$ cat src/include/noc_cfg.svh
`ifndef NOC_CFG_SVH
`define NOC_CFG_SVH

// Number of tiles in the row, x = 1 to NOC_NUM_TILES.
`define NOC_NUM_TILES 4

// Width of the x coordinate. x = 0 is the host endpoint.
`define NOC_X_W 3

// Word address inside one tile memory.
`define NOC_ADDR_W 4
`define NOC_MEM_WORDS 16

`define NOC_DATA_W 32

// Request tag, echoed back in the response.
`define NOC_TAG_W 4

`endif

$ cat src/design/noc_pkg.sv
`default_nettype none

`include "noc_cfg.svh"

package noc_pkg;

  typedef logic [`NOC_X_W-1:0] noc_x_t;

  typedef enum logic [0:0] {
    e_noc_load  = 1'b0,
    e_noc_store = 1'b1
  } noc_op_e;

  // Request, sent from the host toward a tile.
  typedef struct packed {
    noc_op_e                 op;
    noc_x_t                  dst_x;
    noc_x_t                  src_x;
    logic [`NOC_TAG_W-1:0]   tag;
    logic [`NOC_ADDR_W-1:0]  addr;
    logic [`NOC_DATA_W-1:0]  data;
  } noc_req_pkt_s;

  // Response, sent from the serving tile back to the requester.
  typedef struct packed {
    noc_op_e                 op;
    noc_x_t                  dst_x;
    noc_x_t                  src_x;
    logic [`NOC_TAG_W-1:0]   tag;
    logic [`NOC_DATA_W-1:0]  data;
  } noc_resp_pkt_s;

endpackage

`default_nettype wire

$ cat src/design/noc_link_if.sv
`timescale 1ns/1ps
`default_nettype none

// One directed link. Both networks flow from the tx end to the rx end.
interface noc_link_if;
  import noc_pkg::*;

  logic          fwd_v;
  noc_req_pkt_s  fwd_data;
  logic          fwd_ready;

  logic          rev_v;
  noc_resp_pkt_s rev_data;
  logic          rev_ready;

  modport tx (
    output fwd_v, fwd_data,
    input  fwd_ready,
    output rev_v, rev_data,
    input  rev_ready
  );

  modport rx (
    input  fwd_v, fwd_data,
    output fwd_ready,
    input  rev_v, rev_data,
    output rev_ready
  );

endinterface

`default_nettype wire

$ cat src/design/noc_fifo.sv
`timescale 1ns/1ps
`default_nettype none

module noc_fifo #(
  parameter type payload_t = logic
) (
  input  logic     clk_i,
  input  logic     rst_i,
  input  logic     v_i,
  input  payload_t data_i,
  output logic     ready_o,
  output logic     v_o,
  output payload_t data_o,
  input  logic     yumi_i
);

  payload_t   mem [2];
  logic       wr_ptr;
  logic       rd_ptr;
  logic [1:0] count;
  logic       push;
  logic       pop;

  // Ready looks only at the count, never at v_i.
  assign ready_o = (count != 2'd2);
  assign v_o     = (count != 2'd0);
  assign data_o  = mem[rd_ptr];

  assign push = v_i && ready_o;
  assign pop  = yumi_i && v_o;

  always_ff @(posedge clk_i) begin
    if (rst_i) begin
      wr_ptr <= 1'b0;
      rd_ptr <= 1'b0;
      count  <= 2'd0;
    end else begin
      if (push) begin
        wr_ptr <= ~wr_ptr;
      end
      if (pop) begin
        rd_ptr <= ~rd_ptr;
      end
      if (push && !pop) begin
        count <= count + 2'd1;
      end else if (pop && !push) begin
        count <= count - 2'd1;
      end
    end
  end

  always_ff @(posedge clk_i) begin
    if (push) begin
      mem[wr_ptr] <= data_i;
    end
  end

endmodule

`default_nettype wire

$ cat src/design/noc_router.sv
`timescale 1ns/1ps
`default_nettype none

module noc_router #(
  parameter type             pkt_t = noc_pkg::noc_req_pkt_s,
  parameter noc_pkg::noc_x_t my_x  = 1
) (
  input  logic clk_i,
  input  logic rst_i,

  input  logic w_v_i,
  input  pkt_t w_data_i,
  output logic w_ready_o,
  output logic w_v_o,
  output pkt_t w_data_o,
  input  logic w_ready_i,

  input  logic e_v_i,
  input  pkt_t e_data_i,
  output logic e_ready_o,
  output logic e_v_o,
  output pkt_t e_data_o,
  input  logic e_ready_i,

  input  logic p_v_i,
  input  pkt_t p_data_i,
  output logic p_ready_o,
  output logic p_v_o,
  output pkt_t p_data_o,
  input  logic p_ready_i
);

  localparam int dir_w = 0;
  localparam int dir_e = 1;
  localparam int dir_p = 2;

  logic       in_v      [3];
  pkt_t       in_data   [3];
  logic       in_ready  [3];
  logic       head_v    [3];
  pkt_t       head_data [3];
  logic       head_yumi [3];
  logic [1:0] head_dir  [3];
  logic       gnt_v     [3];
  logic [1:0] gnt_idx   [3];
  pkt_t       out_data  [3];
  logic       out_ready [3];
  logic [1:0] rr_q      [3];

  assign in_v[dir_w]    = w_v_i;
  assign in_data[dir_w] = w_data_i;
  assign w_ready_o      = in_ready[dir_w];
  assign in_v[dir_e]    = e_v_i;
  assign in_data[dir_e] = e_data_i;
  assign e_ready_o      = in_ready[dir_e];
  assign in_v[dir_p]    = p_v_i;
  assign in_data[dir_p] = p_data_i;
  assign p_ready_o      = in_ready[dir_p];

  assign w_v_o = gnt_v[dir_w];
  assign e_v_o = gnt_v[dir_e];
  assign p_v_o = gnt_v[dir_p];
  assign w_data_o = out_data[dir_w];
  assign e_data_o = out_data[dir_e];
  assign p_data_o = out_data[dir_p];
  assign out_ready[dir_w] = w_ready_i;
  assign out_ready[dir_e] = e_ready_i;
  assign out_ready[dir_p] = p_ready_i;

  for (genvar i = 0; i < 3; i++) begin : g_in
    noc_fifo #(
      .payload_t(pkt_t)
    ) u_fifo (
      .clk_i  (clk_i),
      .rst_i  (rst_i),
      .v_i    (in_v[i]),
      .data_i (in_data[i]),
      .ready_o(in_ready[i]),
      .v_o    (head_v[i]),
      .data_o (head_data[i]),
      .yumi_i (head_yumi[i])
    );

    // Compare the head's destination with this tile's coordinate.
    assign head_dir[i] = (head_data[i].dst_x > my_x) ? 2'(dir_e) :
                         (head_data[i].dst_x < my_x) ? 2'(dir_w) : 2'(dir_p);
  end

  // Each output scans the inputs starting from its rotating priority pointer.
  always_comb begin
    int idx;
    for (int o = 0; o < 3; o++) begin
      gnt_v[o]   = 1'b0;
      gnt_idx[o] = rr_q[o];
      for (int k = 0; k < 3; k++) begin
        idx = (int'(rr_q[o]) + k) % 3;
        if (!gnt_v[o] && head_v[idx] && (head_dir[idx] == 2'(o))) begin
          gnt_v[o]   = 1'b1;
          gnt_idx[o] = 2'(idx);
        end
      end
      out_data[o] = head_data[gnt_idx[o]];
    end

    // A head pops when the output it won takes it.
    for (int i = 0; i < 3; i++) begin
      head_yumi[i] = 1'b0;
      for (int o = 0; o < 3; o++) begin
        if (gnt_v[o] && (gnt_idx[o] == 2'(i)) && out_ready[o]) begin
          head_yumi[i] = 1'b1;
        end
      end
    end
  end

  // The winner drops to lowest priority after a transfer.
  always_ff @(posedge clk_i) begin
    if (rst_i) begin
      for (int o = 0; o < 3; o++) begin
        rr_q[o] <= 2'd0;
      end
    end else begin
      for (int o = 0; o < 3; o++) begin
        if (gnt_v[o] && out_ready[o]) begin
          rr_q[o] <= (gnt_idx[o] == 2'd2) ? 2'd0 : gnt_idx[o] + 2'd1;
        end
      end
    end
  end

endmodule

`default_nettype wire

$ cat src/design/tile_mem_endpoint.sv
`timescale 1ns/1ps
`default_nettype none

`include "noc_cfg.svh"

module tile_mem_endpoint #(
  parameter noc_pkg::noc_x_t my_x = 1
) (
  input  logic                   clk_i,
  input  logic                   rst_i,
  input  logic                   req_v_i,
  input  noc_pkg::noc_req_pkt_s  req_pkt_i,
  output logic                   req_ready_o,
  output logic                   resp_v_o,
  output noc_pkg::noc_resp_pkt_s resp_pkt_o,
  input  logic                   resp_ready_i
);
  import noc_pkg::*;

  logic [`NOC_DATA_W-1:0] mem [`NOC_MEM_WORDS];
  logic                   resp_v_q;
  noc_resp_pkt_s          resp_q;
  logic                   req_fire;

  // One request at a time. A new one waits until the response is taken.
  assign req_ready_o = !resp_v_q;
  assign req_fire    = req_v_i && req_ready_o;

  assign resp_v_o   = resp_v_q;
  assign resp_pkt_o = resp_q;

  always_ff @(posedge clk_i) begin
    if (rst_i) begin
      resp_v_q <= 1'b0;
    end else if (req_fire) begin
      resp_v_q <= 1'b1;
    end else if (resp_ready_i) begin
      resp_v_q <= 1'b0;
    end
  end

  always_ff @(posedge clk_i) begin
    if (req_fire) begin
      resp_q.op    <= req_pkt_i.op;
      resp_q.dst_x <= req_pkt_i.src_x;
      resp_q.src_x <= my_x;
      resp_q.tag   <= req_pkt_i.tag;
      if (req_pkt_i.op == e_noc_store) begin
        mem[req_pkt_i.addr] <= req_pkt_i.data;
        resp_q.data         <= req_pkt_i.data;
      end else begin
        resp_q.data <= mem[req_pkt_i.addr];
      end
    end
  end

endmodule

`default_nettype wire

$ cat src/design/noc_tile.sv
`timescale 1ns/1ps
`default_nettype none

module noc_tile #(
  parameter noc_pkg::noc_x_t my_x = 1
) (
  input  logic    clk_i,
  input  logic    rst_i,
  noc_link_if.rx  w_in,
  noc_link_if.tx  w_out,
  noc_link_if.rx  e_in,
  noc_link_if.tx  e_out
);
  import noc_pkg::*;

  logic          ep_req_v;
  noc_req_pkt_s  ep_req_pkt;
  logic          ep_req_ready;
  logic          ep_resp_v;
  noc_resp_pkt_s ep_resp_pkt;
  logic          ep_resp_ready;

  // Requests only ever enter the tile from the network, never from the endpoint.
  noc_router #(
    .pkt_t(noc_req_pkt_s),
    .my_x (my_x)
  ) u_req_router (
    .clk_i    (clk_i),
    .rst_i    (rst_i),
    .w_v_i    (w_in.fwd_v),
    .w_data_i (w_in.fwd_data),
    .w_ready_o(w_in.fwd_ready),
    .w_v_o    (w_out.fwd_v),
    .w_data_o (w_out.fwd_data),
    .w_ready_i(w_out.fwd_ready),
    .e_v_i    (e_in.fwd_v),
    .e_data_i (e_in.fwd_data),
    .e_ready_o(e_in.fwd_ready),
    .e_v_o    (e_out.fwd_v),
    .e_data_o (e_out.fwd_data),
    .e_ready_i(e_out.fwd_ready),
    .p_v_i    (1'b0),
    .p_data_i ('0),
    .p_ready_o(),
    .p_v_o    (ep_req_v),
    .p_data_o (ep_req_pkt),
    .p_ready_i(ep_req_ready)
  );

  tile_mem_endpoint #(
    .my_x(my_x)
  ) u_endpoint (
    .clk_i       (clk_i),
    .rst_i       (rst_i),
    .req_v_i     (ep_req_v),
    .req_pkt_i   (ep_req_pkt),
    .req_ready_o (ep_req_ready),
    .resp_v_o    (ep_resp_v),
    .resp_pkt_o  (ep_resp_pkt),
    .resp_ready_i(ep_resp_ready)
  );

  // Responses target x = 0, so none is ever delivered to the local output.
  noc_router #(
    .pkt_t(noc_resp_pkt_s),
    .my_x (my_x)
  ) u_resp_router (
    .clk_i    (clk_i),
    .rst_i    (rst_i),
    .w_v_i    (w_in.rev_v),
    .w_data_i (w_in.rev_data),
    .w_ready_o(w_in.rev_ready),
    .w_v_o    (w_out.rev_v),
    .w_data_o (w_out.rev_data),
    .w_ready_i(w_out.rev_ready),
    .e_v_i    (e_in.rev_v),
    .e_data_i (e_in.rev_data),
    .e_ready_o(e_in.rev_ready),
    .e_v_o    (e_out.rev_v),
    .e_data_o (e_out.rev_data),
    .e_ready_i(e_out.rev_ready),
    .p_v_i    (ep_resp_v),
    .p_data_i (ep_resp_pkt),
    .p_ready_o(ep_resp_ready),
    .p_v_o    (),
    .p_data_o (),
    .p_ready_i(1'b0)
  );

endmodule

`default_nettype wire

$ cat src/design/noc_row.sv
`timescale 1ns/1ps
`default_nettype none

`include "noc_cfg.svh"

module noc_row (
  input  logic                   clk_i,
  input  logic                   rst_i,
  input  logic                   req_v_i,
  input  noc_pkg::noc_req_pkt_s  req_pkt_i,
  output logic                   req_ready_o,
  output logic                   resp_v_o,
  output noc_pkg::noc_resp_pkt_s resp_pkt_o,
  input  logic                   resp_ready_i
);
  import noc_pkg::*;

  // Boundary b sits between tile b and tile b+1. Boundary 0 is the host side
  // and boundary NOC_NUM_TILES is the open east edge.
  noc_link_if east_link [`NOC_NUM_TILES+1] ();
  noc_link_if west_link [`NOC_NUM_TILES+1] ();

  // Host drives requests eastward into tile 1.
  assign east_link[0].fwd_v    = req_v_i;
  assign east_link[0].fwd_data = req_pkt_i;
  assign req_ready_o           = east_link[0].fwd_ready;
  assign east_link[0].rev_v    = 1'b0;
  assign east_link[0].rev_data = '0;

  // Responses leave tile 1 westward to the host.
  assign resp_v_o              = west_link[0].rev_v;
  assign resp_pkt_o            = west_link[0].rev_data;
  assign west_link[0].rev_ready = resp_ready_i;
  assign west_link[0].fwd_ready = 1'b1;

  // Nothing arrives from beyond the last tile, and anything sent there is taken.
  assign west_link[`NOC_NUM_TILES].fwd_v     = 1'b0;
  assign west_link[`NOC_NUM_TILES].fwd_data  = '0;
  assign west_link[`NOC_NUM_TILES].rev_v     = 1'b0;
  assign west_link[`NOC_NUM_TILES].rev_data  = '0;
  assign east_link[`NOC_NUM_TILES].fwd_ready = 1'b1;
  assign east_link[`NOC_NUM_TILES].rev_ready = 1'b1;

  for (genvar i = 1; i <= `NOC_NUM_TILES; i++) begin : g_tile
    noc_tile #(
      .my_x(noc_x_t'(i))
    ) u_tile (
      .clk_i(clk_i),
      .rst_i(rst_i),
      .w_in (east_link[i-1]),
      .w_out(west_link[i-1]),
      .e_in (west_link[i]),
      .e_out(east_link[i])
    );
  end

endmodule

`default_nettype wire

$ cat config.mk
export PLATFORM = sky130hd
export DESIGN_NAME = noc_row
export DESIGN_NICKNAME = d
export VERILOG_FILES = /design/src/design/noc_pkg.sv /design/src/design/noc_link_if.sv /design/src/design/noc_fifo.sv /design/src/design/noc_router.sv /design/src/design/tile_mem_endpoint.sv /design/src/design/noc_tile.sv /design/src/design/noc_row.sv
export VERILOG_INCLUDE_DIRS = /design/src /design/src/include
export SDC_FILE = /design/constraint.sdc
export NUM_CORES = 2
export LEC_CHECK = 0
export BUFFER_PORTS_ARGS = -buffer_cell sky130_fd_sc_hd__buf_2
export CORE_UTILIZATION = 63
export DETAILED_ROUTE_END_ITERATION = 10
export PLACE_DENSITY = 0.75
export SLEW_MARGIN = 25
export SYNTH_ARGS = -nofsm -noshare
export SYNTH_HDL_FRONTEND = slang
export SYNTH_MEMORY_MAX_BITS = 65536
export SYNTH_SLANG_ARGS = --single-unit
export TNS_END_PERCENT = 5
$ cat constraint.sdc
create_clock -name clk_i -period 11.8 [get_ports clk_i]
set_input_delay 1.18 -clock clk_i [delete_from_list [all_inputs] [get_ports clk_i]]
set_output_delay 1.18 -clock clk_i [all_outputs]
set_load 0.05 [all_outputs]
==> results.sh <==
export IMPL_ys_seq_area_frac=0.726
export IMPL_crit_arrival_ns=5.94
export IMPL_hold_class="in2reg"
export IMPL_synthArstFlopShare=0
export IMPL_cts_tree="yes"
export IMPL_layout_drive_gt1_share=0.150
export IMPL_final_cells=14340
export IMPL_wl_per_cell_microns=31.1
export IMPL_drtAntennaViolNets=0
export IMPL_nNetsFinal=10876
export IMPL_syn_nets=10754
export IMPL_rsz0062_at_grt="false"
export IMPL_coreArea_sq_um=249000
export IMPL_worst_r2r_path_depth=9
export IMPL_post_cts_buffers=0
export IMPL_clock_sinks=3845
export IMPL_path_clk_slew_ns=0.06
export IMPL_dp_hpwl_microns=283000
export IMPL_maxCapViolations=0
export IMPL_syn_area_sq_um=158000
export IMPL_finalWorstSetupSlack_ns=4.68
export IMPL_final_max_slew_viol_count=0
export IMPL_grt_ovfl_total=0
export IMPL_drc_errors=0
export IMPL_via_count=98543
export IMPL_tns_ns=0
export IMPL_cts_hold_buffers=0
export IMPL_grt_usage=0.352
export IMPL_dieArea_sq_um=252000
export IMPL_p_sw_frac=0.408
export IMPL_hold_viol=0
export IMPL_startpoint_type="register"
export IMPL_syn_area_per_cell_sq_um=14.9
export IMPL_gp_congestion=0.940
export IMPL_io_buffers=95
export IMPL_max_vdd_ir_drop_v=0.000385
export IMPL_finalCritPeriodShare=0.604
export IMPL_drt_total_wl_microns=445000
export IMPL_relSlewSlack=0.118
export IMPL_synthDistinctLibCells=94
export IMPL_fin_util=0.710
export IMPL_yosysWarnings=0
export IMPL_clock_power_share=0.203
export IMPL_dr_pass1_iters=7
export IMPL_hold_depth=1
export IMPL_worstMarginPinSlew_ns=1.29
export IMPL_dp_slack_ns=5.26
export IMPL_drtIter0Drc=14304
export IMPL_dp_cells=13633
export IMPL_pwr_share_comb=0.432
export IMPL_grt_max_degree=133
export IMPL_finClkSkew_ns=0.0628
export IMPL_grt_pass1_wl_microns=643000
export IMPL_cts_repair_resized=0
export IMPL_die_y_microns=502
export IMPL_hp_start="req_pkt_i[45]"
export IMPL_power_density_nw_per_um2=333
export IMPL_viasPerCell=6.87
export IMPL_dpl_instance_area_sq_um=164000
export IMPL_power_switching_uw=24000
export IMPL_final_cell_area_sq_um=177000
export IMPL_synth_seq_cells=3845
export IMPL_endpoint_kind="primary output"
export IMPL_clkLatencyLatePin_ns=0.99
export IMPL_grt_antenna_before_repair=29
export IMPL_cell_internal_pwr_uw=34800
export IMPL_multi_input_area_sq_um=41800
export IMPL_status="completed"
export IMPL_cts_buffers=391
export IMPL_crit_fanout=45
export IMPL_root_buffer="clkbuf_16"
export IMPL_num_fill_cells=15581
export IMPL_ios=96
export IMPL_reg2reg_to="g_tile[2].u_tile.u_endpoint.mem[15][28]"
export IMPL_period_minus_slack_ns=7.12
export IMPL_seqPwrFrac=0.365
export IMPL_grt_pass1_vias=94420
export IMPL_synth_main_ff_cell="edfxtp_1"
export IMPL_crit_type="reg2out"
export IMPL_synth_edf_count=3742
export IMPL_cts_buffer_depth=4
export IMPL_htreeDepth=5
export IMPL_area_delta_synth_final_pct=12.2
export IMPL_seq_area_sq_um=114000
export IMPL_synthCells=10582
export IMPL_leakage_uw=0.0569
export IMPL_rrSetupSlack_ns=5.46
export IMPL_initial_core_util=0.633
export IMPL_rows=183
export IMPL_fmax_mhz=140
export IMPL_setup_violations=0
export IMPL_required_ns=10.62
export IMPL_die_x_microns=502
==> synth_stat cells, drive strengths merged, types with 38 or more instances <==
cell | n | area, sq um
mux2 | 317 | 3570
a21oi | 499 | 2510
and2 | 38 | 238
o21ai | 150 | 754
nor2 | 863 | 3250
clkbuf | 540 | 2030
mux2i | 677 | 6780
ha | 121 | 1510
a221o | 40 | 400
a221oi | 40 | 350
a222oi | 51 | 510
a211oi | 489 | 3700
nand2 | 717 | 2690
edfxtp | 3742 | 112000
nand3 | 39 | 195
dfxtp | 103 | 2060
inv | 143 | 537
or2 | 47 | 294
nor3 | 120 | 616
nand3b | 45 | 338
nor2b | 71 | 444
buf | 160 | 719
nor4 | 38 | 250
a22o | 77 | 674
o22ai | 360 | 2250
xor2 | 48 | 420
a31oi | 149 | 932
o31ai | 53 | 398
nand2b | 38 | 238
a22oi | 346 | 2600
==> cell families after synthesis <==
logic type,count (synthesis),synth area share
xor gates and xnor gates,70,0.00389
AOI/OAI and AO/OA,2553,0.113
buffers and inverters,845,0.0209
and+or+nand+nor,2143,0.0601
other,1,0.0000238
adders and majority gates,130,0.0102
muxes,995,0.0658
DFF,3845,0.726
==> area by class of cell <==
type | count | share of cell area
antenna | 11 | 0.000156
clock buffer | 482 | 0.0585
clock inverter | 206 | 0.0110
inverter | 145 | 0.00309
multi-input combinational | 5892 | 0.236
sequential | 3845 | 0.648
tap | 3330 | 0.0236
timing repair buffer | 429 | 0.0195
==> state kept, by name, indices dropped and copies added, names as in the netlist, named ones only <==
signal	count
g_tile.u_tile.u_endpoint.mem	2048
g_tile.u_tile.u_endpoint.resp_pkt_o	160
g_tile.u_tile.u_endpoint.resp_v_o	4
g_tile.u_tile.u_req_router.g_in.u_fifo.count	24
g_tile.u_tile.u_req_router.g_in.u_fifo.mem	658
g_tile.u_tile.u_req_router.g_in.u_fifo.rd_ptr	7
g_tile.u_tile.u_req_router.g_in.u_fifo.wr_ptr	7
g_tile.u_tile.u_req_router.rr_q	24
g_tile.u_tile.u_resp_router.g_in.u_fifo.count	24
g_tile.u_tile.u_resp_router.g_in.u_fifo.mem	836
g_tile.u_tile.u_resp_router.g_in.u_fifo.rd_ptr	10
g_tile.u_tile.u_resp_router.g_in.u_fifo.wr_ptr	10
g_tile.u_tile.u_resp_router.rr_q	16
==> placed cells by master, fill, tap and decap left out, drive strengths merged, types with 149 or more instances in the layout <==
master     n
edfxtp  3742
nor2     863
nand2    717
mux2i    677
a21oi    499
a211oi   489
clkbuf   482
buf      429
o22ai    360
a22oi    346
mux2     317
clkinv   158
o21ai    150
a31oi    149
==> power groups by stage <==
stage	logic (uW)	registers, uW	clock network, uW
2_1_floorplan	14900	21400	0
3_3_place_gp	23700	21600	0
3_5_place_dp	24500	21700	0
4_1_cts	24700	21400	12000
5_1_grt	26500	21600	12500
6_report	25400	21400	12000
==> how the worst max path moves through the flow <==
stage / endpoint / slack, ns / cells after the start
detailed placement: g_tile[2].u_tile.u_endpoint.mem[11][19] / 5.26 / 9
CTS: resp_pkt_o[8] / 4.74 / 10
global route: resp_pkt_o[8] / 4.50 / 10
global placement: g_tile[2].u_tile.u_endpoint.mem[7][15] / 5.38 / 9
floorplan: g_tile[2].u_tile.u_endpoint.mem[13][0] / 3.46 / 9
finish: resp_pkt_o[8] / 4.68 / 10
==> through the flow <==
stage / hold slack (ns) / power (uW)
floorplan: 0.421 / 36300
global placement: 0.428 / 45300
detailed placement: 0.433 / 46200
CTS: 0.322 / 58100
global route: 0.346 / 60600
finish: 0.375 / 58800
==> worst max-delay path: stages, from the launching register on <==
cell,delay (ns)
dfxtp_2,0.32
buf_4,0.63
nor3b_1,0.55
o221ai_1,0.56
nor4b_1,0.50
o22ai_1,0.17
o41ai_1,0.14
mux2i_1,0.49
or2_2,0.88
o22ai_1,0.36
buf_2,0.32
==> layer usage <==
layer / part of all wire / vias to the layer above / GRT usage
li1: - / 41778 / -
met1: 0.37 / 48961 / 0.484
met2: 0.45 / 6666 / 0.532
met3: 0.11 / 1118 / 0.0702
met4: 0.062 / 20 / 0.192
met5: 0.00030 / - / 0
(Power assumes the default switching activity.)
